==> src/source/cpu_macros.svh <==
`ifndef CPU_MACROS_SVH
`define CPU_MACROS_SVH

// Datapath width
`define XLEN 32

// Architectural registers x0..x31
`define REG_COUNT 32

// Memory depths in 32-bit words
`define IMEM_WORDS 64
`define DMEM_WORDS 64

// APB map: instruction memory from 0, control register above it
`define CTRL_ADDR 32'h0000_0100

`endif

==> src/source/reg_file.sv <==
`include "cpu_macros.svh"

module reg_file (
    input  logic                          CLK,
    input  logic                          rstN,
    input  logic [$clog2(`REG_COUNT)-1:0] rs1,
    input  logic [$clog2(`REG_COUNT)-1:0] rs2,
    output logic [`XLEN-1:0]              rs1Data,
    output logic [`XLEN-1:0]              rs2Data,
    input  logic                          we,
    input  logic [$clog2(`REG_COUNT)-1:0] rd,
    input  logic [`XLEN-1:0]              wd
);
    // x0 has no storage
    logic [`XLEN-1:0] regs [1:`REG_COUNT-1];

    always_ff @(posedge CLK or negedge rstN) begin
        if (!rstN) begin
            for (int i = 1; i < `REG_COUNT; i++) begin
                regs[i] <= '0;
            end
        end else if (we && rd != '0) begin
            regs[rd] <= wd;
        end
    end

    // Asynchronous read ports
    always_comb begin
        rs1Data = '0;
        if (rs1 != '0) begin
            rs1Data = regs[rs1];
        end
    end

    always_comb begin
        rs2Data = '0;
        if (rs2 != '0) begin
            rs2Data = regs[rs2];
        end
    end

endmodule

==> config.mk <==
export PLATFORM = sky130hd
export DESIGN_NAME = reg_file
export DESIGN_NICKNAME = d
export VERILOG_FILES = /design/src/source/reg_file.sv
export VERILOG_INCLUDE_DIRS = /design/src /design/src/source
export SDC_FILE = /design/constraint.sdc
export NUM_CORES = 2
export LEC_CHECK = 0
export BUFFER_PORTS_ARGS = -buffer_cell sky130_fd_sc_hd__buf_2
export CAP_MARGIN = 30
export CORE_MARGIN = 2
export CORE_UTILIZATION = 50
export DETAILED_ROUTE_END_ITERATION = 10
export MAX_ROUTING_LAYER = met4
export PLACE_DENSITY_LB_ADDON = 0.05
export SLEW_MARGIN = 0
export SYNTH_ARGS = -nofsm -noshare
export SYNTH_HDL_FRONTEND = slang
export SYNTH_SLANG_ARGS = --single-unit
==> constraint.sdc <==
create_clock -name CLK -period 2.8 [get_ports CLK]
set_input_delay 0.56 -clock CLK [delete_from_list [all_inputs] [get_ports CLK]]
set_output_delay 0.56 -clock CLK [all_outputs]
set_load 0.01 [all_outputs]
---- Word-level counts from Yosys, hierarchy flattened ----
Index checks and enable logic that the tools add are counted.
storage, ports and cells
  bits in registers ....................... 992
  input port bits ......................... 50
  output and inout port bits .............. 64
  logic and storage cells ................. 54
cells by class
  $lt $le $gt $ge ......................... 4
  muxes and demuxes ....................... 11
  bitwise gates (word level) .............. 3
  reduce and logical (&&, ||, !) cells .... 5
operator list
  kind                                                                   number
  992-bit bitwise mux                                                    1
  32-bit binary-select mux with 5-bit select                             2
  32-bit two-way mux                                                     7
  32-bit demux with 5-bit select                                         1
  6-bit greater-or-equal comparator (second input constant)              3
  5-bit NOT with 6-bit output                                            3
  5-bit nonzero test                                                     3
  6-bit by 1-bit < comparator with 1-bit output (second input constant)  1
  1-bit logical AND                                                      2

---- Longest topological paths before layout ----
  depth after elaboration ................. 6
  depth in mapped cells ................... 9
  gate-level depth less buffers ........... 4

---- Worst setup path before layout ----
No wires, ideal clock.
  path kind ............................... input port to output port
  start ................................... input port rs2[1]
  end ..................................... output port rs2Data[1]
  arrival time ............................ 2.010 ns
  required time ........................... 2.240 ns
  setup slack ............................. 0.230 ns
  cell stages on the path ................. 9
  path buffers ............................ 5
  cells stage by stage .................... buf_4 buf_6 buf_6 buf_12 buf_8 mux2i_1 a22oi_1 a21oi_1 nor4_1
on the way
  longest elaborated chain between the ends .. 5
  elaborated cells on any way between the ends .. 6
  those cells by class .................... mux: 4; bitwise: 1; reduce/logical: 1
ends and longest elaborated chain
  element                                                 RTL line        source
  start: declaration                                      reg_file.sv:7   input logic [$clog2(`REG_COUNT)-1:0] rs2,
  5-bit NOT with 6-bit output (implied by the code)       reg_file.sv:38  rs2Data = regs[rs2];
  32-bit binary-select mux with 5-bit select              reg_file.sv:38
  32-bit two-way mux (implied by the code) (2 in series)  reg_file.sv:38
  32-bit two-way mux *                                    reg_file.sv:37  if (rs2 != '0) begin
  end: declaration                                        reg_file.sv:9   output logic [`XLEN-1:0] rs2Data,
Every way passes the cells marked *; elsewhere a longest branch is shown, timed or not. The select of a mux whose other input is x is not followed.

---- Worst setup path after layout ----
  start ................................... register regs[901] (netlist bit)
  end ..................................... output port rs1Data[5]
on the way
  longest elaborated chain between the ends .. 4
ends and longest elaborated chain
  element                                                 RTL line        source
  start: declaration                                      reg_file.sv:15  logic [`XLEN-1:0] regs [1:`REG_COUNT-1];
  start signal: indexed assignment                        reg_file.sv:23  regs[rd] <= wd;
  32-bit binary-select mux with 5-bit select              reg_file.sv:31  rs1Data = regs[rs1];
  32-bit two-way mux (implied by the code) (2 in series)  reg_file.sv:31
  32-bit two-way mux                                      reg_file.sv:30  if (rs1 != '0) begin
  end: declaration                                        reg_file.sv:8   output logic [`XLEN-1:0] rs1Data,
Every way passes these cells. The select of a mux whose other input is x is not followed.

==> summary.txt <==
Area Overhead vs Synth = 28.02%
Critical Path Fanout Max = 3
core box area = 0.1056 mm²
largest net degree at the start of global routing = 116
Starting Density = 50.57%
mapped cell area = 0.05338 mm²
Hold Violations, Final = 0
Worst Slack Setup Final = -0.1835 ns
Tcrit/Tclk final = 106.6%
Yosys top cell by area = dfrtp_1
vias = 40382
Routed WL per cell = 34.40 µm
outcome = finished, violations left
slowest cell on the critical path = or3_4
cell family with most CP delay = compound AO/OA/AOI/OAI gates
crit-path cells = mux2_4 > a221oi_2 > or3_4 > a211oi_4 > buf_4 > buf_6
FF-to-FF setup slack = 1.78 ns
CP Launch Type = flop
Hold Slack = 0.3650 ns
Vias/cell = 6.786
drt first pass iters = 6
Rel. slew slack = 44.52%
number of flops mapped to enable cells by yosys = 0
final setup fails = 34
clock root buffer = clkbuf_16
Placement Rows = 119
die span in x = 330.8 µm
DIE AREA = 0.1094 mm²
drt total wl = 204700 µm
clock buffer depth = 3
Max stage delay on crit path = 0.41 ns
Post-DP HPWL = 125200 µm
Max rail drop VDD = 0.4435 mV
drt first-iter violations = 4072
final instance area = 0.06834 mm²
Worst R2R Start = regs[639]
number of library cell types mapped by synthesis = 41
most frequent cell after synthesis = mux2_2
Top-Level Pins = 114
YS warnings = 0
post-synthesis net count = 4116
main flop type after synthesis = dfrtp_1
RR Endpoint = regs[639]
Static Leakage = 30.57 nW
H-tree lvl count = 3
TritonCTS clock tree = done
r2r worst-path depth = 3
Routability Congestion = 0.9087
Tightest Pin Transition = 0.8322 ns
clock-pin slew on the worst setup and hold paths = 0.06 ns
vias in the first global route = 41451
Seq cells post-synth = 992
Largest register FFs = 992
total grt overflow = 0
Setup Skew = 0 ns
Gate Count Post-Synth = 4066
RSZ-0062 raised after global routing = true
maxcap violations = 0
crit path buf inv count = 2
die height = 330.8 µm
Fin Setup TNS = -1.585 ns
FFs w/ async S/R, synth = 100.0%
Pins Over Slew Limit = 0
Buffers on Ports = 113
power per cell area = 678.8 mW/mm²
initial antenna violation count = 9
fillers = 7655
dpl cell area = 0.05913 mm²
Post-synth top cells = mux2_2 (1041), dfrtp_1 (992), mux2i_1 (577), o22ai_1 (287), clkbuf_1 (188)
Synth area leaders = dfrtp_1 (46%), mux2_2 (22%), mux2i_1 (11%)
Setup crit start = regs[901]
data arrival time of the critical path = 2.42 ns
register area share after synthesis = 46.50%
failing checks = setup timing
top-area cell type share of the netlist area = 46.50%
total CTS buffers = 110
layout cells sized above 1 = 54.21%
largest register by flop count = regs
worst setup path category = flop to output port
Min Clock Period, post-route = 2.983 ns
Avg Inst Size Synth = 13.13 µm²
Skew-Pair Late Insertion Delay = 0.70 ns
post-route ant nets = 0
Total GRT Usage = 37.85%
worst min path class = primary input to asynchronous set/reset pin
Data required, critical path = 2.24 ns
largest registers = regs: 992 flops
Post-route DRC = 0
Crit. End Element = output port
Overall Power = 46.39 mW
# nets final = 4500
first-pass GRT wire length = 291100 µm
Peak Freq = 335.2 MHz
clk sinks = 992
## kinds of logic (layout without fill, tap and decap cells)
logic type | count (synthesis) | in the layout | synth area share (%)
multiplexers | 1825 | 1825 | 39.84
flip-flops | 992 | 992 | 46.50
AO/OA/AOI/OAI | 510 | 510 | 6.579
AND/OR/NAND/NOR | 304 | 305 | 3.155
other | 0 | 13 | 0
buffers and inverters | 435 | 915 | 3.923
## worst max path at each step
stage          cells after the start  slack, ns          end
2_1_floorplan                      9       0.23   rs2Data[1]
3_3_place_gp                      10      -0.62  rs2Data[28]
3_5_place_dp                      10      -0.62  rs2Data[28]
4_1_cts                            6      -0.18   rs1Data[5]
5_1_grt                            6      -0.19   rs1Data[5]
6_report                           6      -0.18   rs1Data[5]
## power by group
part / switching (mW) / internal, mW / total [mW] / leakage (nW)
combinational: 4.90 / 6.10 / 11.0 / 15.9
clock: 6.27 / 9.67 / 15.9 / 1.95
sequential: 2.29 / 17.2 / 19.5 / 12.7
total: 13.5 / 32.9 / 46.4 / 30.6
## timing repair
item                                    4_1_cts  5_1_grt
pin swaps                                   123      115
endpoints found under the setup margin       64       63
resized for setup                           461      216
setup buffers                                78       61
gates cloned                                 18       12
hold buffers                                  1        0
endpoints found under the hold margin        22        0
## routing by layer
layer	vias to the layer above	GRT usage [%]	routed length, µm
li1	16301	-	-
met1	21563	51.50	84560
met2	2027	55.91	92830
met3	491	7.408	18800
met4	0	14.85	8511
met5	-	-	0
## worst reg2reg max path: cells and delay by family (launching register included)
family	cells	cell delay (ns)
buffers and inverters	2	0.24
flip-flops	1	0.40
multiplexers	1	0.26
## cell type report
cell class | count | area [µm²] | area share (%)
Multi-Input combinational cell | 2640 | 29390 | 43.00
Sequential cell | 992 | 24820 | 36.32
Timing Repair Buffer | 706 | 8384 | 12.27
Clock buffer | 165 | 3293 | 4.819
Tap cell | 1391 | 1740 | 2.547
Clock inverter | 44 | 681.9 | 0.9978
Antenna cell | 13 | 32.53 | 0.04760
## per-stage QoR
stage | utilization (%) | setup slack (ns) | std cells
after floorplan | - | 0.2299 | 4066
after global placement | 56.01 | -0.6182 | 5601
after detailed placement | 56.01 | -0.6166 | 5601
after CTS | 62.98 | -0.1846 | 5882
after global routing | 64.72 | -0.1947 | 5942
final | 64.74 | -0.1835 | 5951
## cell usage in the layout, fill, tap and decap left out, drive strengths merged, types with 15 or more instances in the layout
cell    Yosys  layout
or3        32      32
dfrtp     992     992
a21oi      32      32
nand2      20      20
a221o      32      32
clkinv      0      18
a22oi      64      64
mux4      128     128
mux2     1120    1120
nor2       15      15
clkbuf    188     176
nor3      131     131
nor4       32      32
o22ai     287     287
mux2i     577     577
a211oi     63      63
nor2b      41      41
buf       247     691
a221oi     31      31
bufinv      0      17
Power figures use the tool's default switching activity.
