`src/source/cpu_macros.svh`:
```
`ifndef CPU_MACROS_SVH
`define CPU_MACROS_SVH

// Datapath width
`define XLEN 32

// Architectural registers x0..x31
`define REG_COUNT 32

// Memory depths in 32-bit words
`define IMEM_WORDS 64
`define DMEM_WORDS 64

// APB map: instruction memory from 0, control register above it
`define CTRL_ADDR 32'h0000_0100

`endif

```
`src/source/apb_loader.sv`:
```
`include "cpu_macros.svh"

module apb_loader (
    input  logic             CLK,
    input  logic             rstN,
    input  logic             psel,
    input  logic             penable,
    input  logic             pwrite,
    input  logic [`XLEN-1:0] paddr,
    input  logic [`XLEN-1:0] pwdata,
    output logic [`XLEN-1:0] prdata,
    output logic             pready,
    output logic             pslverr,
    input  logic [`XLEN-1:0] fetchAddr,
    output logic [`XLEN-1:0] instr,
    input  logic             haltReq,
    output logic             running,
    output logic             halted
);
    localparam int IMEM_AW = $clog2(`IMEM_WORDS);
    localparam logic [`XLEN-1:0] IMEM_BYTES = `IMEM_WORDS * 4;

    logic [`XLEN-1:0] imem [`IMEM_WORDS];

    logic access;
    logic isImem;
    logic isCtrl;
    logic accessErr;

    assign access = psel && penable;           // Access phase
    assign isImem = paddr < IMEM_BYTES;
    assign isCtrl = paddr == `CTRL_ADDR;

    // Program must not change under a running core
    assign accessErr = (isImem && pwrite && running) || (!isImem && !isCtrl);

    assign pready  = access;                   // Zero wait states
    assign pslverr = access && accessErr;

    always_comb begin
        prdata = '0;
        if (isImem) begin
            prdata = imem[paddr[IMEM_AW+1:2]];
        end else if (isCtrl) begin
            prdata[0] = running;
            prdata[1] = halted;
        end
    end

    always_ff @(posedge CLK) begin
        if (access && pwrite && isImem && !accessErr) begin
            imem[paddr[IMEM_AW+1:2]] <= pwdata;
        end
    end

    // Run/halt state; ECALL wins over a same-cycle APB write
    always_ff @(posedge CLK or negedge rstN) begin
        if (!rstN) begin
            running <= 1'b0;
            halted  <= 1'b0;
        end else if (haltReq) begin
            running <= 1'b0;
            halted  <= 1'b1;
        end else if (access && pwrite && isCtrl) begin
            running <= pwdata[0];
            if (pwdata[0]) begin
                halted <= 1'b0;                // Fresh start
            end
        end
    end

    // Fetch past the end of memory yields a no-op word
    assign instr = (fetchAddr < IMEM_BYTES) ? imem[fetchAddr[IMEM_AW+1:2]] : '0;

endmodule

```
`config.mk`:
```
export PLATFORM = sky130hd
export DESIGN_NAME = apb_loader
export DESIGN_NICKNAME = d
export VERILOG_FILES = /design/src/source/apb_loader.sv
export VERILOG_INCLUDE_DIRS = /design/src /design/src/source
export SDC_FILE = /design/constraint.sdc
export NUM_CORES = 2
export LEC_CHECK = 0
export BUFFER_PORTS_ARGS = -buffer_cell sky130_fd_sc_hd__buf_2
export CAP_MARGIN = 15
export CORE_MARGIN = 8
export CORE_UTILIZATION = 48
export DETAILED_ROUTE_END_ITERATION = 12
export SYNTH_ARGS = -nofsm -noshare
export SYNTH_HDL_FRONTEND = slang
export SYNTH_SLANG_ARGS = --single-unit
```
`constraint.sdc`:
```
create_clock -name CLK -period 6.7 [get_ports CLK]
set_clock_uncertainty 0.15 [all_clocks]
set_input_delay 0.67 -clock CLK [delete_from_list [all_inputs] [get_ports CLK]]
set_output_delay 0.67 -clock CLK [all_outputs]
set_load 0.05 [all_outputs]
```
# After elaboration in Yosys (flattened, before gate mapping)
# Memory sizes are Yosys's and may differ from the RTL's.
# Cells that the tools add are included.
word_totals:
  ff_bits: 2
  mem_bits_rw: 2048
  output_inout_bits: 68
  in_bits: 102
  n_memories: 1
mem_list:
  columns: ["name", "depth", "word_bits", "read_ports", "rd_clocked_by_memory_dff", "write_ports", "line", "source"]
  rows:
  - ["imem", 64, 32, 2, 0, 1, "apb_loader.sv:23", "logic [`XLEN-1:0] imem [`IMEM_WORDS];"]
op_classes:
  reduce_logical: 16
  n_eq_ne: 1
  mux: 11
  order_cmp: 2
ops:
  columns: ["op", "count"]
  rows:
  - ["$lt A32 B9 Y1 const B", 2]
  - ["$eq A32 B9 Y1 const B", 1]
  - ["$mux W32", 1]
  - ["$mux W30", 1]
  - ["$logic_and A1 B1 Y1", 9]
  - ["$mux W1", 7]
  - ["$mux W2", 2]
  - ["$reduce_bool A2 Y1", 2]
  - ["$logic_not A1 Y1", 3]
  - ["$reduce_and A2 Y1", 1]
  - ["$logic_or A1 B1 Y1", 1]

# Depth between registers and ports, before layout
logic_depth:
  word_depth: 8
  ltp_mapped: 11

# Worst setup path before layout
# Ideal clock, no wire load.
synth_timing:
  kind: "input to output"
  start: "input paddr[3]"
  end: "output prdata[12]"
  path_buffers: 5
  t_arrival_ps: 4367
  stages: 9
  setup_slack_ps: 1513
  required_ps: 5880
  cell_sequence: "buf_6 -> buf_12 -> buf_6 -> buf_6 -> buf_4 -> a211o_1 -> a32oi_1 -> nand4b_1 -> a2111oi_0"
synth_between:
  elab_chain_cells: 2
  word_cells_on_any_way: 3
  classes_between: "1 x order compare; 1 x mux; 1 x memory"
synth_lines:
  columns: ["item", "line", "source"]
  rows:
  - ["start: declaration", "apb_loader.sv:9", "input logic [`XLEN-1:0] paddr,"]
  - ["$lt A32 B9 Y1 / $mem_v2 Z64 W32 (equally long branches)", null, null]
  - ["$mux W30 (*)", "apb_loader.sv:42", "if (isImem) begin"]
  - ["end: declaration", "apb_loader.sv:11", "output logic [`XLEN-1:0] prdata,"]
# Mark *: on every way between the ends. The rest lies on a longest branch, timed or not.

# Worst setup path in the final report
layout_timing:
  start: "input fetchAddr[12]"
  end: "output instr[1]"
layout_between:
  elab_chain_cells: 2
layout_lines:
  columns: ["item", "line", "source"]
  rows:
  - ["start: declaration", "apb_loader.sv:14", "input logic [`XLEN-1:0] fetchAddr,"]
  - ["$lt A32 B9 Y1", "apb_loader.sv:73", "assign instr = (fetchAddr < IMEM_BYTES) ? imem[fetchAddr[IMEM_AW+1:2]] : '0;"]
  - ["$mux W32", "apb_loader.sv:73", null]
  - ["end: declaration", "apb_loader.sv:15", "output logic [`XLEN-1:0] instr,"]
# No other way between the ends.

==> PnR_summary.wiki <==
{| class="wikitable"
! Metric !! Value
|-
| Run status || complete, no violations
|-
| Post-synthesis simple-gate area fraction || 2.71%
|-
| Width of the die || between 400 and 500 um
|-
| Peak clock frequency supported by timing || ~180 MHz
|-
| Std-Cell Rows || 163
|-
| Mux share of post-synthesis cell area || 22.8%
|-
| Top cells by count, synth || 2048 x edfxtp_1, 777 x mux4_2, 286 x o22ai_1
|-
| TritonCTS clock tree || done
|-
| Post-detailed-placement half-perimeter wirelength || between 200000 and 250000 um
|-
| Critical Path RT || 5.88 ns
|-
| Routability congestion estimate || 0.899
|-
| Layout cell share with drive strength beyond 1 || 32.5%
|-
| Final routed wire length divided by cell count || 46.2 um
|-
| Crit Path Category || in2out
|-
| Post-synthesis sequential element count || 2050
|-
| Fraction of the yosys area taken by sequential cells || 64.4%
|-
| Final number of hold-violating endpoints || 0
|-
| Routed wire length on met3 || 52100 um
|-
| Number of sinks on the clock net || 2050
|-
| Category of the worst setup path launch point || primary input
|-
| Post-synthesis cell count || 5203
|-
| Pin slew with the least headroom to its limit || around 1.3 ns
|-
| Setup slack at placement || 1.35 ns
|-
| Post-synth design cell area || 95500 sq um
|-
| Detail-routed via count per cell || 7.55
|-
| Final critical-path setup slack || 1.19 ns
|-
| Core box area || 198000 sq um
|-
| Count of flip-flops with a built-in enable after synthesis || 2048
|-
| Clock period minus worst slack || 5.51 ns
|-
| Setup TNS after final layout || 0 ns
|-
| Type of destination of the critical path || output port
|-
| Master cell of the clock root buffer || clkbuf_16
|-
| Total of max-cap violations || 0
|-
| Internal reg-to-reg setup slack || 3.12 ns
|-
| Pin count of the biggest net entering global routing || 98
|-
| Routed length on met2 || 167000 um
|-
| Number of input and output port buffers inserted || 167
|-
| Die Y || 462 um
|-
| Fin area || ~110000 sq um
|-
| Clock latency on the worst-skew pair || 0.87 ns
|-
| Top sig layer || met5
|-
| Worst IR Drop VDD || 0.209 mV
|-
| Count of unique library cells instantiated by Yosys || 81
|-
| Adder-cell share of the synthesized area || 0%
|-
| Global-route usage over all layers || 35.0%
|-
| Vias in the first global route || 60300
|-
| Top cells by area in the synthesized netlist || edfxtp_1 64%, mux4_2 18%, mux2_2 2.2%
|-
| Vias after detailed routing || 62200
|-
| Post-cts sizing count || 0
|-
| Hold Crit Class || in2reg
|-
| DRT Wirelength || 380000 um
|-
| Area delta synth->final || 12.5%
|-
| I/O pin count || 170
|-
| Met1 wire length || 133000 um
|-
| Final worst-path cycle share || 82.3%
|-
| Clock slew seen by the registers of the worst setup and hold paths || 0.06 ns
|-
| Area of the multi-input gates || 31900 sq um
|-
| Complex-gate fraction of the synthesized area || 7.19%
|-
| Detailed-router iteration count before antenna repair || 9
|-
| Antenna Violating Nets Remaining || 0
|-
| Top cell type's share of synthesized area || 64.4%
|-
| Setup violation total in the final timing report || 0
|-
| Async set-reset flop share out of synthesis || 0.0976%
|-
| DRC violations left || 0
|-
| Dpl cells || about 7800
|-
| Number of fillers in the final layout || 15300
|-
| Post-route insts no fill || between 8000 and 9000
|-
| Crit path DAT || 4.69 ns
|-
| XOR/XNOR share of the synthesized area || 0%
|-
| Sequential cell area || 61500 sq um
|-
| Starting density of the core || 48.3%
|-
| Die area || approximately 210000 sq um
|-
| Number of warnings issued by yosys || 0
|-
| Total CTS buffers || ~210
|-
| Power per unit of standard cell area || 262 nW/um^2
|-
| Global-route wire length before repair || 511000 um
|-
| NumNets Final || 5502
|-
| Antenna violations before repair || 35
|-
| Count leader, synth || edfxtp_1
|-
| Number of H-tree levels || 4
|-
| RSZ-0062 raised after global routing || false
|-
| Residual overflow from global routing || 0
|-
| Crit-path max FO || 11
|-
| Number of slew-limit violations in the final report || 0
|-
| Combinational family with the most area after synthesis || multiplexers
|-
| Max-slew headroom || 15.5%
|-
| Nets in the synthesized netlist || 5305
|-
| Most area-hungry cell type in the Yosys netlist || edfxtp_1
|-
| Placed standard-cell area || approximately 100000 sq um
|-
| Primary flip-flop cell chosen by synthesis mapping || edfxtp_1
|-
| Drt first-iter violations || ~12000
|-
| Leakage power of the design || approximately 34 nW
|-
| Number of buffers on the longest clock path || 3
|-
| Avg Inst Size Synth || 18.4 sq um
|}
-- layout by cell type (no fill, tap or decap), drive strengths merged, types with 33 or more instances in the layout --
master | netlist | final
buf | 330 | 430
a21oi | 126 | 126
clkbuf | 120 | 270
nand3 | 33 | 33
edfxtp | 2048 | 2048
clkinv | 0 | 90
mux2i | 203 | 203
a22oi | 80 | 80
o21ai | 118 | 118
nand2 | 200 | 200
o22ai | 286 | 286
mux4 | 783 | 783
o221ai | 142 | 142
mux2 | 189 | 189
nor2 | 160 | 160
-- final cells by class --
class | count | share of cell area (%)
diodes | 24 | 0.0559
clock buffers | 269 | 5.23
clock inverters | 119 | 1.07
inverters | 9 | 0.0431
multi-input cells | 2694 | 29.7
flip-flops and latches | 2050 | 57.3
well taps | 2640 | 3.07
repair buffers | 434 | 3.54
-- registers in the layout, indices dropped and copies added, names as in the netlist --
name / cells
running: 1
imem: 2048
halted: 1
-- repair_timing --
item,in CTS,in global routing
endpoints found under the hold margin,4,0
buffers inserted,0,0
hold buffers,3,0
-- report_power, final --
part           switching [mW]  total [mW]  leakage [nW]  internal, mW
clock network            5.11        11.8          3.30          6.71
registers       0.00000000176        14.1          18.4          14.1
logic                    1.40        2.21          12.1         0.803
-- cells by family after synthesis --
logic type             Yosys count
AOI/OAI and AO/OA              974
DFF                           2050
muxes                         1175
buffers and inverters          459
and+or+nand+nor                545
-- critical path, stage by stage --
cell and delay (ns):
buf_2 0.10, nor4_1 0.29, nand4_1 0.35, or3_1 0.74, nor2_4 0.99, a22oi_1 0.51
o21ai_1 0.62, buf_2 0.40
-- path summary, 6_finish.rpt --
path | from | end | cells past startpoint
max in group asynchronous | rstN | running | 3
worst max register to register | running | imem[43][20] | 4
min in group asynchronous | rstN | halted | 3
worst min-delay path | paddr[1] | running | 6
worst min register to register | halted | halted | 1
worst max-delay path | fetchAddr[12] | instr[1] | 8
-- through the flow --
stage               total power, mW  hold slack (ns)  utilization [%]
finish                         28.1            0.194             54.4
global route                   28.6            0.236             54.4
CTS                            28.1            0.166             54.4
detailed placement             16.5            0.306             50.9
global placement               16.5            0.305             50.9
floorplan                      15.7            0.224                -
-- per-layer routing --
| metal | GRT usage (%) | up-vias |
|---|---|---|
| met5 | 0 | - |
| met4 | 21.2 | 18 |
| met3 | 9.65 | 1232 |
| met2 | 51.8 | 5405 |
| met1 | 46.3 | 32700 |
| li1 | - | 22900 |
Note: power is estimated with default switching activity, not from simulation.
