## src/source/cpu_macros.svh

```systemverilog
`ifndef CPU_MACROS_SVH
`define CPU_MACROS_SVH

// Datapath width
`define XLEN 32

// Architectural registers x0..x31
`define REG_COUNT 32

// Memory depths in 32-bit words
`define IMEM_WORDS 64
`define DMEM_WORDS 64

// APB map: instruction memory from 0, control register above it
`define CTRL_ADDR 32'h0000_0100

`endif

```

## src/source/cpu_pkg.sv

```systemverilog
package cpu_pkg;

    // Major opcodes, instr[6:0]
    typedef enum logic [6:0] {
        OP     = 7'b0110011,
        OP_IMM = 7'b0010011,
        LOAD   = 7'b0000011,
        STORE  = 7'b0100011,
        BRANCH = 7'b1100011,
        SYSTEM = 7'b1110011
    } opcodeT;

    typedef enum logic [2:0] {
        ALU_ADD = 3'd0,
        ALU_SUB = 3'd1,
        ALU_AND = 3'd2,
        ALU_OR  = 3'd3,
        ALU_SLT = 3'd4
    } aluOpT;

    // Control word, one per decoded instruction
    typedef struct packed {
        logic  regWrite;
        logic  aluSrc;   // 1 selects immediate as ALU operand B
        logic  memRead;
        logic  memWrite;
        logic  memToReg; // 1 writes back the loaded word
        logic  branch;
        logic  halt;     // ECALL
        aluOpT aluOp;
    } ctrlT;

endpackage

```

## src/source/cpu_ifc.sv

```systemverilog
`include "cpu_macros.svh"


// Execute to result
interface execBus;
    import cpu_pkg::*;

    logic [`XLEN-1:0]             aluResult;
    logic [`XLEN-1:0]             storeData;
    logic [$clog2(`REG_COUNT)-1:0] rd;
    ctrlT                         ctrl;

    modport exe (output aluResult, storeData, rd, ctrl);
    modport res (input aluResult, storeData, rd, ctrl);
endinterface

```

## src/source/result_unit.sv

```systemverilog
`include "cpu_macros.svh"

module result_unit (
    input  logic                          CLK,
    input  logic                          rstN,
    input  logic                          running,
    execBus.res                           eBus,
    output logic                          we,
    output logic [$clog2(`REG_COUNT)-1:0] rd,
    output logic [`XLEN-1:0]              wd,
    output logic                          haltReq
);
    localparam int DMEM_AW = $clog2(`DMEM_WORDS);

    logic [`XLEN-1:0]   dmem [`DMEM_WORDS];
    logic [DMEM_AW-1:0] wordIdx;
    logic [`XLEN-1:0]   loadData;

    assign wordIdx = eBus.aluResult[DMEM_AW+1:2];   // Drop byte offset

    // Data memory starts out zeroed
    always_ff @(posedge CLK or negedge rstN) begin
        if (!rstN) begin
            for (int i = 0; i < `DMEM_WORDS; i++) begin
                dmem[i] <= '0;
            end
        end else if (running && eBus.ctrl.memWrite) begin
            dmem[wordIdx] <= eBus.storeData;          // SW
        end
    end

    assign loadData = eBus.ctrl.memRead ? dmem[wordIdx] : '0;

    // Writeback port
    assign wd      = eBus.ctrl.memToReg ? loadData : eBus.aluResult;
    assign rd      = eBus.rd;
    assign we      = running && eBus.ctrl.regWrite && (eBus.rd != '0);

    assign haltReq = running && eBus.ctrl.halt;

endmodule

```

## src/flat_wrapper.sv

```systemverilog
// flat-port wrapper written by rule: the top's interface ports become plain ports
module result_unit_flat 
  (CLK, rstN, running, we, rd, wd, haltReq, eBus_aluResult, eBus_storeData, eBus_rd, eBus_ctrl);
  execBus eBus_i ();
  input  logic CLK;
  input  logic rstN;
  input  logic running;
  output logic we;
  output logic [$clog2(`REG_COUNT)-1:0] rd;
  output logic [`XLEN-1:0] wd;
  output logic haltReq;
  input wire logic [$bits(eBus_i.aluResult)-1:0] eBus_aluResult;
  input wire logic [$bits(eBus_i.storeData)-1:0] eBus_storeData;
  input wire logic [$bits(eBus_i.rd)-1:0] eBus_rd;
  input wire logic [$bits(eBus_i.ctrl)-1:0] eBus_ctrl;
  assign eBus_i.aluResult = eBus_aluResult;
  assign eBus_i.storeData = eBus_storeData;
  assign eBus_i.rd = eBus_rd;
  assign eBus_i.ctrl = eBus_ctrl;
  result_unit u_core (.CLK(CLK), .rstN(rstN), .running(running), .eBus(eBus_i), .we(we), .rd(rd), .wd(wd), .haltReq(haltReq));
endmodule
```

## config.mk

```make
export PLATFORM = sky130hd
export DESIGN_NAME = result_unit_flat
export DESIGN_NICKNAME = d
export VERILOG_FILES = /design/src/source/cpu_pkg.sv /design/src/source/cpu_ifc.sv /design/src/source/result_unit.sv /design/src/flat_wrapper.sv
export VERILOG_INCLUDE_DIRS = /design/src /design/src/source
export SDC_FILE = /design/constraint.sdc
export NUM_CORES = 2
export LEC_CHECK = 0
export BUFFER_PORTS_ARGS = -buffer_cell sky130_fd_sc_hd__buf_2
export CORE_ASPECT_RATIO = 1.1
export CORE_MARGIN = 2
export CORE_UTILIZATION = 40
export DETAILED_ROUTE_END_ITERATION = 10
export PLACE_DENSITY = 0.65
export REMOVE_ABC_BUFFERS = 1
export SYNTH_ARGS = -nofsm -noshare
export SYNTH_HDL_FRONTEND = slang
export SYNTH_SLANG_ARGS = --single-unit
export TNS_END_PERCENT = 30
```

## constraint.sdc

```tcl
create_clock -name CLK -period 2.9 [get_ports CLK]
set_input_delay 0.58 -clock CLK [delete_from_list [all_inputs] [get_ports CLK]]
set_output_delay 0.58 -clock CLK [all_outputs]
set_load 0.02 [all_outputs]
```

Word level (Yosys, flattened, before mapping)
Index checks and enable logic that the tools add are counted.
- magnitude comparators: 2
- multiplexer cells: 8
- bitwise logic cells: 1
- reduce and logical (&&, ||, !) cells: 6
- operator list (kind ; number):
    $bwmux W2048 ; 1
    $bmux W32 S6 ; 1
    $demux W32 S6 ; 1
    $mux W32 ; 5
    $ge A7 B7 Y1 const B ; 1
    $lt A7 B1 Y1 const B ; 1
    $not A6 Y7 ; 1
    $logic_and A1 B1 Y1 ; 5
    $reduce_bool A5 Y1 ; 1
- bits in registers: 2048
- input port bits: 82
- output and inout port bits: 39
- word-level logic and storage cells: 81

Logic depth before layout (Yosys ltp)
- depth after elaboration: 6
- depth in mapped cells: 11
- gate-level depth less buffers: 6

Worst setup path after synthesis
Ideal clock, no wire load.
- kind: input -> output
- start: in eBus_aluResult[4]
- end: out wd[12]
- data arrival time: 2395 ps
- required time: 2320 ps
- setup slack: -75 ps
- stages: 8
- path buffers: 4
- cells stage by stage: buf_2 -> nor2b_1 -> buf_2 -> clkbuf_1 -> buf_1 -> a22o_1 -> a21oi_1 -> o311ai_1
- word-level cells in the longest chain between the ends: 6
- ends and longest elaborated chain (element ; RTL line ; RTL):
    from (decl) ; flat_wrapper.sv:12 ; input wire logic [$bits(eBus_i.aluResult)-1:0] eBus_aluResult;
    $not A6 Y7 (not written as such) ; result_unit.sv:32 ; assign loadData = eBus.ctrl.memRead ? dmem[wordIdx] : '0;
    $bmux W32 S6 ; result_unit.sv:32 ;
    $mux W32 (not written as such) (2 in a row) ; result_unit.sv:32 ;
    $mux W32 ; result_unit.sv:32 ;
    $mux W32 ; result_unit.sv:35 ; assign wd = eBus.ctrl.memToReg ? loadData : eBus.aluResult;
    to (decl) ; flat_wrapper.sv:10 ; output logic [`XLEN-1:0] wd;
No other way between the ends. The select of a mux whose other input is x is not followed.

Worst setup path after layout
- start: in eBus_aluResult[3]
- end: out wd[16]
Same word-level chain as after synthesis.

==> metrics.txt <==
area leader, netlist sky130_fd_sc_hd__dfrtp_1; area used by multi-input combinational logic 40300 µm²; register ranked first by flip-flop count u_core.dmem; latest clock arrival within the worst-skew pair 920 ps; layout overhead on the synthesized area 24.5%; fraction of final layout cells with drive strength greater than 1 51.5%; number of non-filler instances in the completed layout 10739; detailed-placement wirelength estimate 251000 µm; input/output buffers 115; number of filler cells placed in the layout 19441; startpoint type of the worst setup path primary input; Crit path arrival time 3150 ps; VDD IR max 0.000606 V; violations in the final reports setup timing; combinational share of power 12.1%; power density cells 584 nW/µm²; deepest clock path buffer count 3; Worst Path Required 2320 ps; final clock skew 0 ps; Die X 463 µm; sequential power share 47.8%; flip-flop and latch count after synthesis 2048; kind of path behind the tightest hold check primary input to register; vias in the first global route 70114; antenna violations before repair 37; Internal Power 0.0499 W; effective utilization at floorplan 40.2%; gr ovfl total 0; run status finished, violations left; max-slew violations 0; max-slew headroom at the worst pin 18.6%; setup slack of the most critical reg-to-reg path 2020 ps; sink count of the clock tree 2048; clock network fraction of design power 40.0%; Worst Path Max Fanout 17; asr flop ratio synth 100%; overall die height 509 µm; post-route antenna net violation count 0; wire length reported by the detailed router 389000 µm; area of the die 236000 µm²; Crit Path Class primary input to primary output; unrepaired setup endpoints after global routing true; most frequent cells after synthesis 2059 x sky130_fd_sc_hd__mux2_2, 2048 x sky130_fd_sc_hd__dfrtp_1, 505 x sky130_fd_sc_hd__a22oi_1; cell chosen for the clock root sky130_fd_sc_hd__clkbuf_16; core outline area 231000 µm²; leakage power 52.5 nW; met1 routed wirelength after detailed routing 142000 µm; final clock period utilization by the worst path 129%; YS warnings 0; sequential cell area in the final layout 51200 µm²; Max Cap Violations 0; fin nets 7547; number of top-level pins 121; most frequently used flop master after synthesis sky130_fd_sc_hd__dfrtp_1; final critical path time including I/O delays and setup 3730 ps; worst slew pin tran 1220 ps; total number of vias 70381; synthesized area 92700 µm²; number of setup violations in the final report 32; post-detailed-route wirelength per cell 36.3 µm; synthesized area per cell 13.5 µm²; sequential cell area fraction in the yosys report 55.3%; smallest setup slack after layout -830 ps; first-pass GRT wire length 540000 µm; total instance count after detailed placement 10244; drt pass-1 iters 8; Largest register FFs 2048; Unique masters post-synth 74; switching part of the total power 26.0%; total CTS buffers 199; 1st-iter DRT viols 9677; number of remaining DRC errors 0; main area contributors after synthesis sky130_fd_sc_hd__dfrtp_1 55%, sky130_fd_sc_hd__mux2_2 25%, sky130_fd_sc_hd__a22oi_1 4.1%; largest registers u_core.dmem (2048); weighted congestion reported at the end of routability-driven placement 0.952; Fmax 268 MHz; net switching power 0.0175 W; maximum number of pins on one net before global-route repair 126; highest routed layer met5; post-DR vias/cell 6.55; clock transition at the registers of the reported paths 70 ps; final number of hold-violating endpoints 0; Core Util, Final 50.0%; total met3 wirelength after detailed routing 43300 µm; clock tree from TritonCTS done; Post-Syn Instances 6886; EDFF count, synth 0; Yosys top cell area share 55.3%; Total Routing Usage GR 32.1%; Max H-tree Level 4; capturing element type of the critical path primary output; std cell rows 185; met2 WL post-DR 167000 µm; most common cell in the synthesized netlist sky130_fd_sc_hd__mux2_2
[cell usage in the layout, fill, tap and decap left out, drive strengths merged, types with 7 or more instances in the layout]
cell type / count
nor3: 64
clkinvlp: 9
nand3: 15
mux4: 39
or3: 9
diode: 23
o21ai: 128
bufinv: 13
a31oi: 10
and3: 9
o22ai: 198
a222oi: 7
nor4: 32
a22oi: 505
clkinv: 56
o211ai: 9
a221o: 27
a2111oi: 8
nand2: 86
nor2: 175
mux2: 2110
mux2i: 115
o32ai: 10
o2111ai: 7
a221oi: 241
dfrtp: 2048
nor2b: 14
a32oi: 7
o221ai: 14
clkbuf: 292
inv: 14
o22a: 7
o32a: 7
a22o: 28
a41oi: 7
and2: 11
a21oi: 88
buf: 1121
[logic make-up after synthesis]
family,Yosys count,synth area share [%]
compound gates,1356,10.7
buf+inv,768,3.81
flops,2048,55.3
mux,2264,27.8
simple gates,450,2.30
[per-stage QoR]
step / TNS [ps] / total power (W) / hold slack (ps) / setup slack, ps / cell area, µm²
final: -19800 / 0.0674 / 157 / -830 / 115000
after CTS: -18260 / 0.0670 / 121 / -679 / 114000
after detailed placement: -432700 / 0.0400 / 471 / -1310 / 105000
after global routing: -20150 / 0.0692 / 137 / -816 / 115000
after floorplan: -1323030 / 0.0358 / 284 / -7710 / 89200
after global placement: -385220 / 0.0396 / 462 / -1330 / 105000
[path summary, 6_finish.rpt]
check,endpoint,depth (start not counted),startpoint
min in group asynchronous,u_core.dmem[572]$_DFFE_PN0P_,2,rstN
max in group asynchronous,u_core.dmem[647]$_DFFE_PN0P_,4,rstN
hold reg to reg,u_core.dmem[1557]$_DFFE_PN0P_,1,u_core.dmem[1557]$_DFFE_PN0P_
setup / recovery,wd[16],11,eBus_aluResult[3]
setup reg to reg,u_core.dmem[1630]$_DFFE_PN0P_,2,u_core.dmem[1630]$_DFFE_PN0P_
hold / removal,u_core.dmem[1648]$_DFFE_PN0P_,2,eBus_storeData[16]
[per-layer routing]
metal | global-route usage (%) | vias to the layer above
met5 | 0 | -
met4 | 24.8 | 20
met3 | 8.87 | 1546
met2 | 47.2 | 4852
met1 | 40.2 | 36946
li1 | - | 27017
[cell type report]
cell class / instances / area share [%]
antenna: 23 / 0.0499
clock buffer: 282 / 5.03
clock inverter: 85 / 0.821
inverter: 7 / 0.0380
multi-input combinational: 4071 / 35.0
sequential: 2048 / 44.4
tap: 3085 / 3.35
timing repair buffer: 1138 / 11.3
[power groups by stage]
| stage | Sequential (W) | Combinational [W] | Clock (W) |
|---|---|---|---|
| floorplan | 0.0322 | 0.00357 | 0 |
| global placement | 0.0325 | 0.00718 | 0 |
| detailed placement | 0.0326 | 0.00739 | 0 |
| CTS | 0.0321 | 0.00778 | 0.0271 |
| global route | 0.0324 | 0.00852 | 0.0282 |
| finish | 0.0322 | 0.00816 | 0.0270 |
[worst max-delay path: stages]
cell,delay (ps)
sky130_fd_sc_hd__buf_16,130
sky130_fd_sc_hd__buf_8,160
sky130_fd_sc_hd__and2_4,180
sky130_fd_sc_hd__buf_12,180
sky130_fd_sc_hd__a22oi_1,260
sky130_fd_sc_hd__o22ai_2,130
sky130_fd_sc_hd__nor4_4,520
sky130_fd_sc_hd__buf_4,200
sky130_fd_sc_hd__nand4_1,190
sky130_fd_sc_hd__a221o_1,420
sky130_fd_sc_hd__buf_6,150
[timing repair]
action                     CTS  global route
setup endpoints to repair   32            32
pin swaps                   62            68
hold endpoints to repair   206             0
buffers inserted            54            43
gates resized for setup    288           191
hold buffers                 1             0
gates cloned                10             7
Note: power is estimated with default switching activity, not from simulation.
