[src/source/cpu_macros.svh]
`ifndef CPU_MACROS_SVH
`define CPU_MACROS_SVH

// Datapath width
`define XLEN 32

// Architectural registers x0..x31
`define REG_COUNT 32

// Memory depths in 32-bit words
`define IMEM_WORDS 64
`define DMEM_WORDS 64

// APB map: instruction memory from 0, control register above it
`define CTRL_ADDR 32'h0000_0100

`endif

[src/source/cpu_pkg.sv]
package cpu_pkg;

    // Major opcodes, instr[6:0]
    typedef enum logic [6:0] {
        OP     = 7'b0110011,
        OP_IMM = 7'b0010011,
        LOAD   = 7'b0000011,
        STORE  = 7'b0100011,
        BRANCH = 7'b1100011,
        SYSTEM = 7'b1110011
    } opcodeT;

    typedef enum logic [2:0] {
        ALU_ADD = 3'd0,
        ALU_SUB = 3'd1,
        ALU_AND = 3'd2,
        ALU_OR  = 3'd3,
        ALU_SLT = 3'd4
    } aluOpT;

    // Control word, one per decoded instruction
    typedef struct packed {
        logic  regWrite;
        logic  aluSrc;   // 1 selects immediate as ALU operand B
        logic  memRead;
        logic  memWrite;
        logic  memToReg; // 1 writes back the loaded word
        logic  branch;
        logic  halt;     // ECALL
        aluOpT aluOp;
    } ctrlT;

endpackage

[src/source/cpu_ifc.sv]
`include "cpu_macros.svh"

// Decode to execute
interface decodeBus;
    import cpu_pkg::*;

    logic [`XLEN-1:0]             pc;
    logic [`XLEN-1:0]             rs1Data;
    logic [`XLEN-1:0]             rs2Data;
    logic [`XLEN-1:0]             imm;
    logic [$clog2(`REG_COUNT)-1:0] rd;
    ctrlT                         ctrl;

    modport dec (output pc, rs1Data, rs2Data, imm, rd, ctrl);
    modport exe (input pc, rs1Data, rs2Data, imm, rd, ctrl);
endinterface


[src/source/decode_unit.sv]
`include "cpu_macros.svh"

module decode_unit (
    input  logic [`XLEN-1:0]              instr,
    input  logic [`XLEN-1:0]              pc,
    output logic [$clog2(`REG_COUNT)-1:0] rs1,
    output logic [$clog2(`REG_COUNT)-1:0] rs2,
    input  logic [`XLEN-1:0]              rs1Data,
    input  logic [`XLEN-1:0]              rs2Data,
    decodeBus.dec                         dBus
);
    import cpu_pkg::*;

    logic [6:0] opcode;
    logic [2:0] funct3;
    logic [6:0] funct7;
    ctrlT       ctrl;

    assign opcode = instr[6:0];
    assign funct3 = instr[14:12];
    assign funct7 = instr[31:25];
    assign rs1    = instr[19:15];
    assign rs2    = instr[24:20];

    always_comb begin
        ctrl       = '0;                       // No side effects by default
        ctrl.aluOp = ALU_ADD;
        dBus.imm   = '0;
        case (opcode)
            OP: begin
                if (funct7 == 7'b0000000 || (funct7 == 7'b0100000 && funct3 == 3'b000)) begin
                    ctrl.regWrite = 1'b1;
                    case (funct3)
                        3'b000:  ctrl.aluOp = funct7[5] ? ALU_SUB : ALU_ADD;
                        3'b010:  ctrl.aluOp = ALU_SLT;
                        3'b110:  ctrl.aluOp = ALU_OR;
                        3'b111:  ctrl.aluOp = ALU_AND;
                        default: ctrl.regWrite = 1'b0;  // Unsupported R-type
                    endcase
                end
            end
            OP_IMM: begin
                dBus.imm = {{20{instr[31]}}, instr[31:20]};
                if (funct3 == 3'b000) begin        // ADDI only
                    ctrl.regWrite = 1'b1;
                    ctrl.aluSrc   = 1'b1;
                end
            end
            LOAD: begin
                dBus.imm = {{20{instr[31]}}, instr[31:20]};
                if (funct3 == 3'b010) begin        // LW
                    ctrl.regWrite = 1'b1;
                    ctrl.aluSrc   = 1'b1;
                    ctrl.memRead  = 1'b1;
                    ctrl.memToReg = 1'b1;
                end
            end
            STORE: begin
                dBus.imm = {{20{instr[31]}}, instr[31:25], instr[11:7]};
                if (funct3 == 3'b010) begin        // SW
                    ctrl.aluSrc   = 1'b1;
                    ctrl.memWrite = 1'b1;
                end
            end
            BRANCH: begin
                // Offset already in bytes
                dBus.imm = {{19{instr[31]}}, instr[31], instr[7], instr[30:25],
                            instr[11:8], 1'b0};
                if (funct3 == 3'b000) begin        // BEQ
                    ctrl.branch = 1'b1;
                    ctrl.aluOp  = ALU_SUB;
                end
            end
            SYSTEM: begin
                ctrl.halt = instr[31:7] == '0;     // ECALL
            end
            default: ;
        endcase
    end

    assign dBus.pc      = pc;
    assign dBus.rs1Data = rs1Data;
    assign dBus.rs2Data = rs2Data;
    assign dBus.rd      = instr[11:7];
    assign dBus.ctrl    = ctrl;

endmodule

[src/flat_wrapper.sv]
// flat-port wrapper written by rule: the top's interface ports become plain ports
module decode_unit_flat import cpu_pkg::*;
  (instr, pc, rs1, rs2, rs1Data, rs2Data, dBus_pc, dBus_rs1Data, dBus_rs2Data, dBus_imm, dBus_rd, dBus_ctrl);
  decodeBus dBus_i ();
  input  logic [`XLEN-1:0] instr;
  input  logic [`XLEN-1:0] pc;
  output logic [$clog2(`REG_COUNT)-1:0] rs1;
  output logic [$clog2(`REG_COUNT)-1:0] rs2;
  input  logic [`XLEN-1:0] rs1Data;
  input  logic [`XLEN-1:0] rs2Data;
  output wire logic [$bits(dBus_i.pc)-1:0] dBus_pc;
  output wire logic [$bits(dBus_i.rs1Data)-1:0] dBus_rs1Data;
  output wire logic [$bits(dBus_i.rs2Data)-1:0] dBus_rs2Data;
  output wire logic [$bits(dBus_i.imm)-1:0] dBus_imm;
  output wire logic [$bits(dBus_i.rd)-1:0] dBus_rd;
  output wire logic [$bits(dBus_i.ctrl)-1:0] dBus_ctrl;
  assign dBus_pc = dBus_i.pc;
  assign dBus_rs1Data = dBus_i.rs1Data;
  assign dBus_rs2Data = dBus_i.rs2Data;
  assign dBus_imm = dBus_i.imm;
  assign dBus_rd = dBus_i.rd;
  assign dBus_ctrl = dBus_i.ctrl;
  decode_unit u_core (.instr(instr), .pc(pc), .rs1(rs1), .rs2(rs2), .rs1Data(rs1Data), .rs2Data(rs2Data), .dBus(dBus_i));
endmodule
[config.mk]
export PLATFORM = sky130hd
export DESIGN_NAME = decode_unit_flat
export DESIGN_NICKNAME = d
export VERILOG_FILES = /design/src/source/cpu_pkg.sv /design/src/source/cpu_ifc.sv /design/src/source/decode_unit.sv /design/src/flat_wrapper.sv
export VERILOG_INCLUDE_DIRS = /design/src /design/src/source
export SDC_FILE = /design/constraint.sdc
export NUM_CORES = 1
export LEC_CHECK = 0
export BUFFER_PORTS_ARGS = -buffer_cell sky130_fd_sc_hd__buf_4
export CAP_MARGIN = 10
export CORE_AREA = 2 2 109 111
export DETAILED_ROUTE_END_ITERATION = 10
export DIE_AREA = 0 0 111 113
export SLEW_MARGIN = 30
export SYNTH_ARGS = -nofsm -noshare
export SYNTH_HDL_FRONTEND = slang
export SYNTH_SLANG_ARGS = --single-unit
[constraint.sdc]
create_clock -name vclk -period 1.24
set_input_delay 0.062 -clock vclk [all_inputs]
set_output_delay 0.062 -clock vclk [all_outputs]
set_load 0.05 [all_outputs]
; After elaboration in Yosys (flattened, before gate mapping)
; Index checks and enable logic that the tools add are counted.
[op_classes]
addsub = 0
multipliers = 0
div = 0
order_cmp = 0
eq_ne = 10
shift = 0
mux = 19
bitwise_logic = 0
n_reduce_logical = 7
[ops]
columns = cell, n
row1 = 32-bit one-hot mux with 3 select lines, 1
row2 = 25-bit logical NOT, 1
row3 = 7-bit by 6-bit equality test with 1-bit output (second input constant), 3
row4 = 7-bit equality test (second input constant), 2
row5 = 3-bit one-hot mux with 4 select lines, 1
row6 = 1-bit two-way mux, 11
row7 = 7-bit by 2-bit equality test with 1-bit output (second input constant), 1
row8 = 7-bit by 5-bit equality test with 1-bit output (second input constant), 1
row9 = 7-bit logical NOT, 1
row10 = 3-bit equality test (second input constant), 2
row11 = 3-bit two-way mux, 2
row12 = 1-bit one-hot mux with 3 select lines, 2
row13 = 3-bit one-hot mux with 2 select lines, 1
row14 = 4-bit OR reduction, 1
row15 = 3-bit by 2-bit equality test with 1-bit output (second input constant), 1
row16 = 3-bit logical NOT, 1
row17 = 2-bit two-way mux, 1
row18 = 2-bit OR reduction, 1
row19 = 1-bit logical AND, 1
row20 = 1-bit logical OR, 1
[word_totals]
reg_bits = 0
latchBits = 0
ram_bits = 0
mem_bits_ro = 0
input_bits = 128
out_inout_bits = 153
wordCells = 36
memories = 0

; Logic depth before layout (Yosys ltp)
; Gate-level depths: netlist (run 1).
[depth]
ltp_word = 5
mapped_depth = 6
ltp_nobuf = 4

; Worst setup path after synthesis (run 1)
; Ideal clock, no wire load.
[synth_path]
kind = input -> output
startpoint = in instr[13]
endpoint = out dBus_ctrl[0]
t_arrival_ns = 2.353
path_slack_ns = -1.175
path_stages = 5
cell_sequence = buf_4 > nor3_2 > nand3_1 > nor3b_1 > o21bai_1
[synth_between]
elab_chain_len = 5
word_cells_on_any_way = 10
[synth_lines]
columns = item, line_no
row1 = "start, declared", flat_wrapper.sv:5  ; input logic [`XLEN-1:0] instr;
row2 = branches (longest 4 deep; another with 3-bit one-hot mux with 4 select lines), --
row3 = 3-bit one-hot mux with 2 select lines *, decode_unit.sv:29  ; case (opcode)
row4 = "end, declared", flat_wrapper.sv:16  ; output wire logic [$bits(dBus_i.ctrl)-1:0] dBus_ctrl;
; Every way passes the cells marked *.

; Worst setup path after layout (run 1)
[layout_path]
startpoint = in instr[27]
endpoint = out dBus_ctrl[9]
[layout_between]
elab_chain_len = 5
word_cells_on_any_way = 6
[layout_lines]
columns = item, line_no
row1 = 7-bit by 6-bit equality test with 1-bit output, decode_unit.sv:31  ; if (funct7 == 7'b0000000 || (funct7 == 7'b0100000 && funct3 == 3'b000)) begin
row2 = 1-bit logical AND, decode_unit.sv:31
row3 = 1-bit logical OR *, decode_unit.sv:31
row4 = 1-bit two-way mux *, decode_unit.sv:31
row5 = 1-bit one-hot mux with 3 select lines *, decode_unit.sv:29
; Mark *: on every way between the ends. The rest lies on a longest branch, timed or not.

==> flow_metrics.env, run 1 <==
export IMPL_outcome="finished, violations left"
export IMPL_violations="negative setup slack"
export IMPL_clkPwrFrac_pct=0
export IMPL_die_h_um=113
export IMPL_p_sw_share_pct=58.1
export IMPL_io_buffers=89
export IMPL_syn_area_sq_um=1410
export IMPL_required_ns=1.18
export IMPL_grt_pass1_wl_um=9180
export IMPL_cp_max_fo=4
export IMPL_worst_pin_slew_ns=0.349
export IMPL_endpoint_kind="primary output"
export IMPL_relSlewSlack_pct=76.6
export IMPL_power_total_uw=473
export IMPL_die_area_sq_um=12500
export IMPL_synth_yosys_seq_area_share_pct=0
export IMPL_area_growth_pct=20.9
export IMPL_setup_violations=9
export IMPL_finalHoldViolCount=0
export IMPL_worstPathArrival_ns=1.47
export IMPL_wire_per_inst_um=21.0
export IMPL_critical_path_buf_inv_count=3
export IMPL_startpoint_type="primary input"
export IMPL_crit_chain="buf_6 -> or4_4 -> nor4_4 -> buf_4 -> o211ai_4 -> o32ai_4 -> buf_6"
export IMPL_ys_warn_count=0
export IMPL_overflow=0
export IMPL_synth_top_cell_by_area="buf_4"
export IMPL_critPathMostFrequentCell="buf_6"
export IMPL_rsz0062_at_grt="yes"
export IMPL_holdBufCountCts=0
export IMPL_p_comb_share_pct=100.0
export IMPL_max_vdd_ir_drop_uv=102
export IMPL_yosysUniqueCellTypes=28
export IMPL_fmax_mhz=652
export IMPL_syn_avg_cell_area_sq_um=6.99
export IMPL_viasPerCell=3.40
export IMPL_dp_cells=320
export IMPL_start_util_pct=12.5
export IMPL_fin_ws_ns=-0.293
export IMPL_vias=1097
export IMPL_final_cell_mix="buf_4 (97), buf_6 (9), nor2_1 (7), nand2_1 (7), buf_8 (7)"
export IMPL_finalWirelength_um=6800
export IMPL_path_delay_family="simple AND/OR/NAND/NOR gates"
export IMPL_synth_top_area_share_pct=70.5
export IMPL_gr_usage_met3_pct=8.68
export IMPL_p_int_uw=199
export IMPL_pre_cts_ws_ns=-0.446
export IMPL_cap_violations=0
export IMPL_gp_congestion=0.763
export IMPL_ff_latch_area_sq_um=0
export IMPL_met1_usage_pct=5.86
export IMPL_synthCells=201
export IMPL_fin_nets=310
export IMPL_dr_pass1_iters=4
export IMPL_io_pins=281
export IMPL_grtUsageMet2_pct=20.7
export IMPL_min_period_over_period_pct=124
export IMPL_std_cell_rows=39
export IMPL_fp_dieW_um=111
export IMPL_final_common_cell="buf_4"
export IMPL_holdWs_ns=0.124
export IMPL_clockBufferCount=0
export IMPL_hold_path_class="primary input to primary output"
export IMPL_crit_type="primary input to primary output"
export IMPL_min_period_ns=1.53
export IMPL_synth_fp_nets=329
export IMPL_grt_util_all_layers_pct=9.96
export IMPL_grt_pass1_vias=1176
export IMPL_stdcell_count=323
export IMPL_drive_gt1_share_pct=77.8
export IMPL_p_switching_uw=275
export IMPL_drtAntennaViolNets=0
export IMPL_fin_setup_tns_ns=-1.41
export IMPL_power_density_nw_per_um2=279
export IMPL_max_stage_delay_ns=0.54
export IMPL_slew_viol_final=0
export IMPL_p_seq_share_pct=0
export IMPL_antenna_found_initial=0
export IMPL_core_area_sq_um=11300
export IMPL_synth_area_leaders="buf_4 (71%), nor2_1 (3.5%), nand2_1 (2.4%), and2_1 (2.2%), a22oi_1 (2.1%)"
export IMPL_crit_slowest_cell="or4_4"
export IMPL_remaining_drc_errors=0
export IMPL_drt_first_iter_violations=8
export IMPL_top_usage_layer="met2"
export IMPL_seq_cells=0
export IMPL_antenna_cells=0
export IMPL_grt_start_max_net_pins=11
export IMPL_multi_input_area_sq_um=558
export IMPL_nFillCells=1257
export IMPL_hpwl_um=6340
export IMPL_p_leak_uw=0.000760
[power by group through the flow]
stage	sequential (uW)	combinational [uW]	clock, uW
floorplan	0	1120	0
global placement	0	461	0
detailed placement	0	466	0
CTS	0	476	0
global route	0	503	0
finish	0	473	0
[through the flow]
step / util [%] / cell area (sq um)
after floorplan: - / 1640
after global placement: 14.0 / 1570
after detailed placement: 14.0 / 1570
after CTS: 14.8 / 1670
after global routing: 15.1 / 1700
final: 15.1 / 1700
[per-layer routing]
| layer | wire (um) | share of wire, % |
|---|---|---|
| met1 | 1330 | 20 |
| met2 | 3780 | 56 |
| met3 | 1460 | 21 |
| met4 | 225 | 3.3 |
| met5 | 0 | 0 |
[area by class of cell]
type / instances / share of cell area [%]
Inverter: 2 / 0.442
Timing Repair Buffer: 114 / 56.2
Multi-Input combinational cell: 64 / 32.8
Tap cell: 143 / 10.5
[final timing paths]
kind / start / end / slack (ns) / depth (start not counted)
worst min-delay path: rs2Data[28] / dBus_rs2Data[28] / 0.12 / 0
worst max-delay path: instr[27] / dBus_ctrl[9] / -0.29 / 7
[Yosys cell counts (all sizes together)]
| cell | number |
|---|---|
| a2111o | 1 |
| a21oi | 3 |
| a221oi | 1 |
| a22oi | 4 |
| and2 | 7 |
| buf | 132 |
| clkbuf | 4 |
| inv | 2 |
| nand2 | 9 |
| nand2b | 1 |
| nand3 | 2 |
| nand4 | 1 |
| nand4bb | 1 |
| nor2 | 13 |
| nor2b | 2 |
| nor3 | 4 |
| nor3b | 1 |
| nor4 | 5 |
| nor4bb | 1 |
| o211ai | 1 |
| o21ai | 1 |
| o21bai | 1 |
| o32ai | 1 |
| or4 | 1 |
| xnor2 | 2 |
[what timing repair did]
item / in CTS / in global routing
pin swaps: 7 / 5
setup endpoints to repair: 29 / 25
setup buffers: 2 / 0
gates cloned: 1 / 0
resized for setup: 21 / 8
[cells by family (layout without fill, tap and decap cells)]
kind of cell | after synthesis | in the layout | synth area share [%]
buffers and inverters | 138 | 116 | 72.1
and+or+nand+nor | 48 | 49 | 19.6
AOI/OAI and AO/OA | 13 | 13 | 7.03
xor gates and xnor gates | 2 | 2 | 1.25
No activity file was read; power rests on OpenSTA's default activity.
==> inputs of run 2 (changes only) <==
Settings changed: TNS_END_PERCENT from default to 10.
==> flow_metrics.env, run 2 (same netlist as run 1, synthesis figures left out) <==
export IMPL_vias=1070
export IMPL_wl_met2_um=3310
export IMPL_area_growth_pct=19.3
export IMPL_grt_pass1_vias=1078
export IMPL_placed_cell_area_sq_um=1580
export IMPL_wl_met3_um=850
export IMPL_worst_pin_slew_ns=0.362
export IMPL_core_area_sq_um=11300
export IMPL_outcome="finished, violations left"
export IMPL_p_leak_uw=0.000752
export IMPL_std_cell_rows=39
export IMPL_multi_input_area_sq_um=563
export IMPL_holdWs_ns=0.124
export IMPL_max_stage_delay_ns=0.53
export IMPL_crit_type="primary input to primary output"
export IMPL_remaining_drc_errors=0
export IMPL_rsz0062_at_grt="yes"
export IMPL_path_delay_family="simple AND/OR/NAND/NOR gates"
export IMPL_relSlewSlack_pct=75.8
export IMPL_cp_max_fo=4
export IMPL_violations="negative setup slack"
export IMPL_top_layer="met4"
export IMPL_drive_gt1_share_pct=77.8
export IMPL_seq_cells=0
export IMPL_crit_chain="buf_6 -> or4_4 -> nor4_4 -> o211ai_4 -> o21bai_4 -> buf_8"
export IMPL_io_pins=281
export IMPL_dr_pass1_iters=2
export IMPL_wire_per_inst_um=17.8
export IMPL_slew_viol_final=0
export IMPL_nFillCells=1273
export IMPL_grt_pass1_wl_um=7760
export IMPL_startpoint_type="primary input"
export IMPL_drtAntennaViolNets=0
export IMPL_hpwl_um=5280
export IMPL_fp_dieW_um=111
export IMPL_fin_ws_ns=-0.327
export IMPL_die_area_sq_um=12500
export IMPL_endpoint_kind="primary output"
export IMPL_ff_latch_area_sq_um=0
export IMPL_io_buffers=89
export IMPL_grt_util_all_layers_pct=8.28
export IMPL_worstPathArrival_ns=1.50
export IMPL_gp_congestion=0.698
export IMPL_design_area_sq_um=1680
export IMPL_drt_met1_wl_um=1400
export IMPL_grt_start_max_net_pins=21
export IMPL_fmax_mhz=638
export IMPL_final_common_cell="buf_4"
export IMPL_required_ns=1.18
export IMPL_setup_violations=27
export IMPL_final_cell_mix="buf_4 (100), buf_6 (13), nor2_1 (9)"
export IMPL_antenna_cells=0
export IMPL_antenna_found_initial=0
export IMPL_finalWirelength_um=5750
export IMPL_die_h_um=113
export IMPL_drt_first_iter_violations=36
export IMPL_clockBufferCount=0
export IMPL_min_period_over_period_pct=126
export IMPL_viasPerCell=3.31
export IMPL_critical_path_buf_inv_count=2
export IMPL_overflow=0
export IMPL_start_util_pct=12.5
export IMPL_crit_slowest_cell="or4_4"
export IMPL_fin_setup_tns_ns=-2.66
export IMPL_hold_path_class="primary input to primary output"
export IMPL_finalHoldViolCount=0
export IMPL_max_vdd_ir_drop_uv=94.7
export IMPL_power_density_nw_per_um2=284
export IMPL_fin_nets=310
export IMPL_cts_setup_buffers=0
export IMPL_cap_violations=0
export IMPL_min_period_ns=1.57
==> run 2: cell types whose count changed in the layout (fill, tap and decap cells not counted), sizes merged <==
cell / change
buf: +1
and2: -1
==> run 2: cell type report <==
cell class                 count  area share, %
tap                          143           10.7
timing repair buffer         115           55.3
inverter                       2          0.448
multi-input combinational     63           33.6
==> run 2: where the power goes <==
| part | internal, uW | switching, uW | total (uW) | leakage [uW] |
|---|---|---|---|---|
| clock network | 0 | 0 | 0 | 0 |
| registers | 0 | 0 | 0 | 0 |
| logic | 200 | 277 | 477 | 0.000752 |
| total | 200 | 277 | 477 | 0.000752 |
==> run 2: worst paths after layout <==
path	slack [ns]	endpoint	cells past startpoint	start
setup / recovery	-0.33	dBus_ctrl[0]	6	instr[27]
hold / removal	0.12	dBus_pc[21]	0	pc[21]
==> run 2: what timing repair did <==
action                                  CTS  global route
pin swaps                                 3             2
endpoints found under the setup margin   32            34
cloned                                    0             0
resized for setup                        18             4
hold buffers                              0             0
==> run 2: layer usage <==
metal | track usage [%] | vias to the layer above
li1 | - | 476
met1 | 6.34 | 457
met2 | 17.5 | 113
met3 | 4.07 | 24
met4 | 2.67 | 0
met5 | 0 | -
==> run 2: through the flow <==
stage          setup slack [ns]  total power, uW  utilization [%]  std cells
2_1_floorplan            -0.192             1110                -        201
3_3_place_gp             -0.391              462             14.0        323
3_5_place_dp             -0.410              466             14.0        323
4_1_cts                  -0.362              479             14.7        323
5_1_grt                  -0.386              506             14.9        323
6_report                 -0.327              477             14.9        323
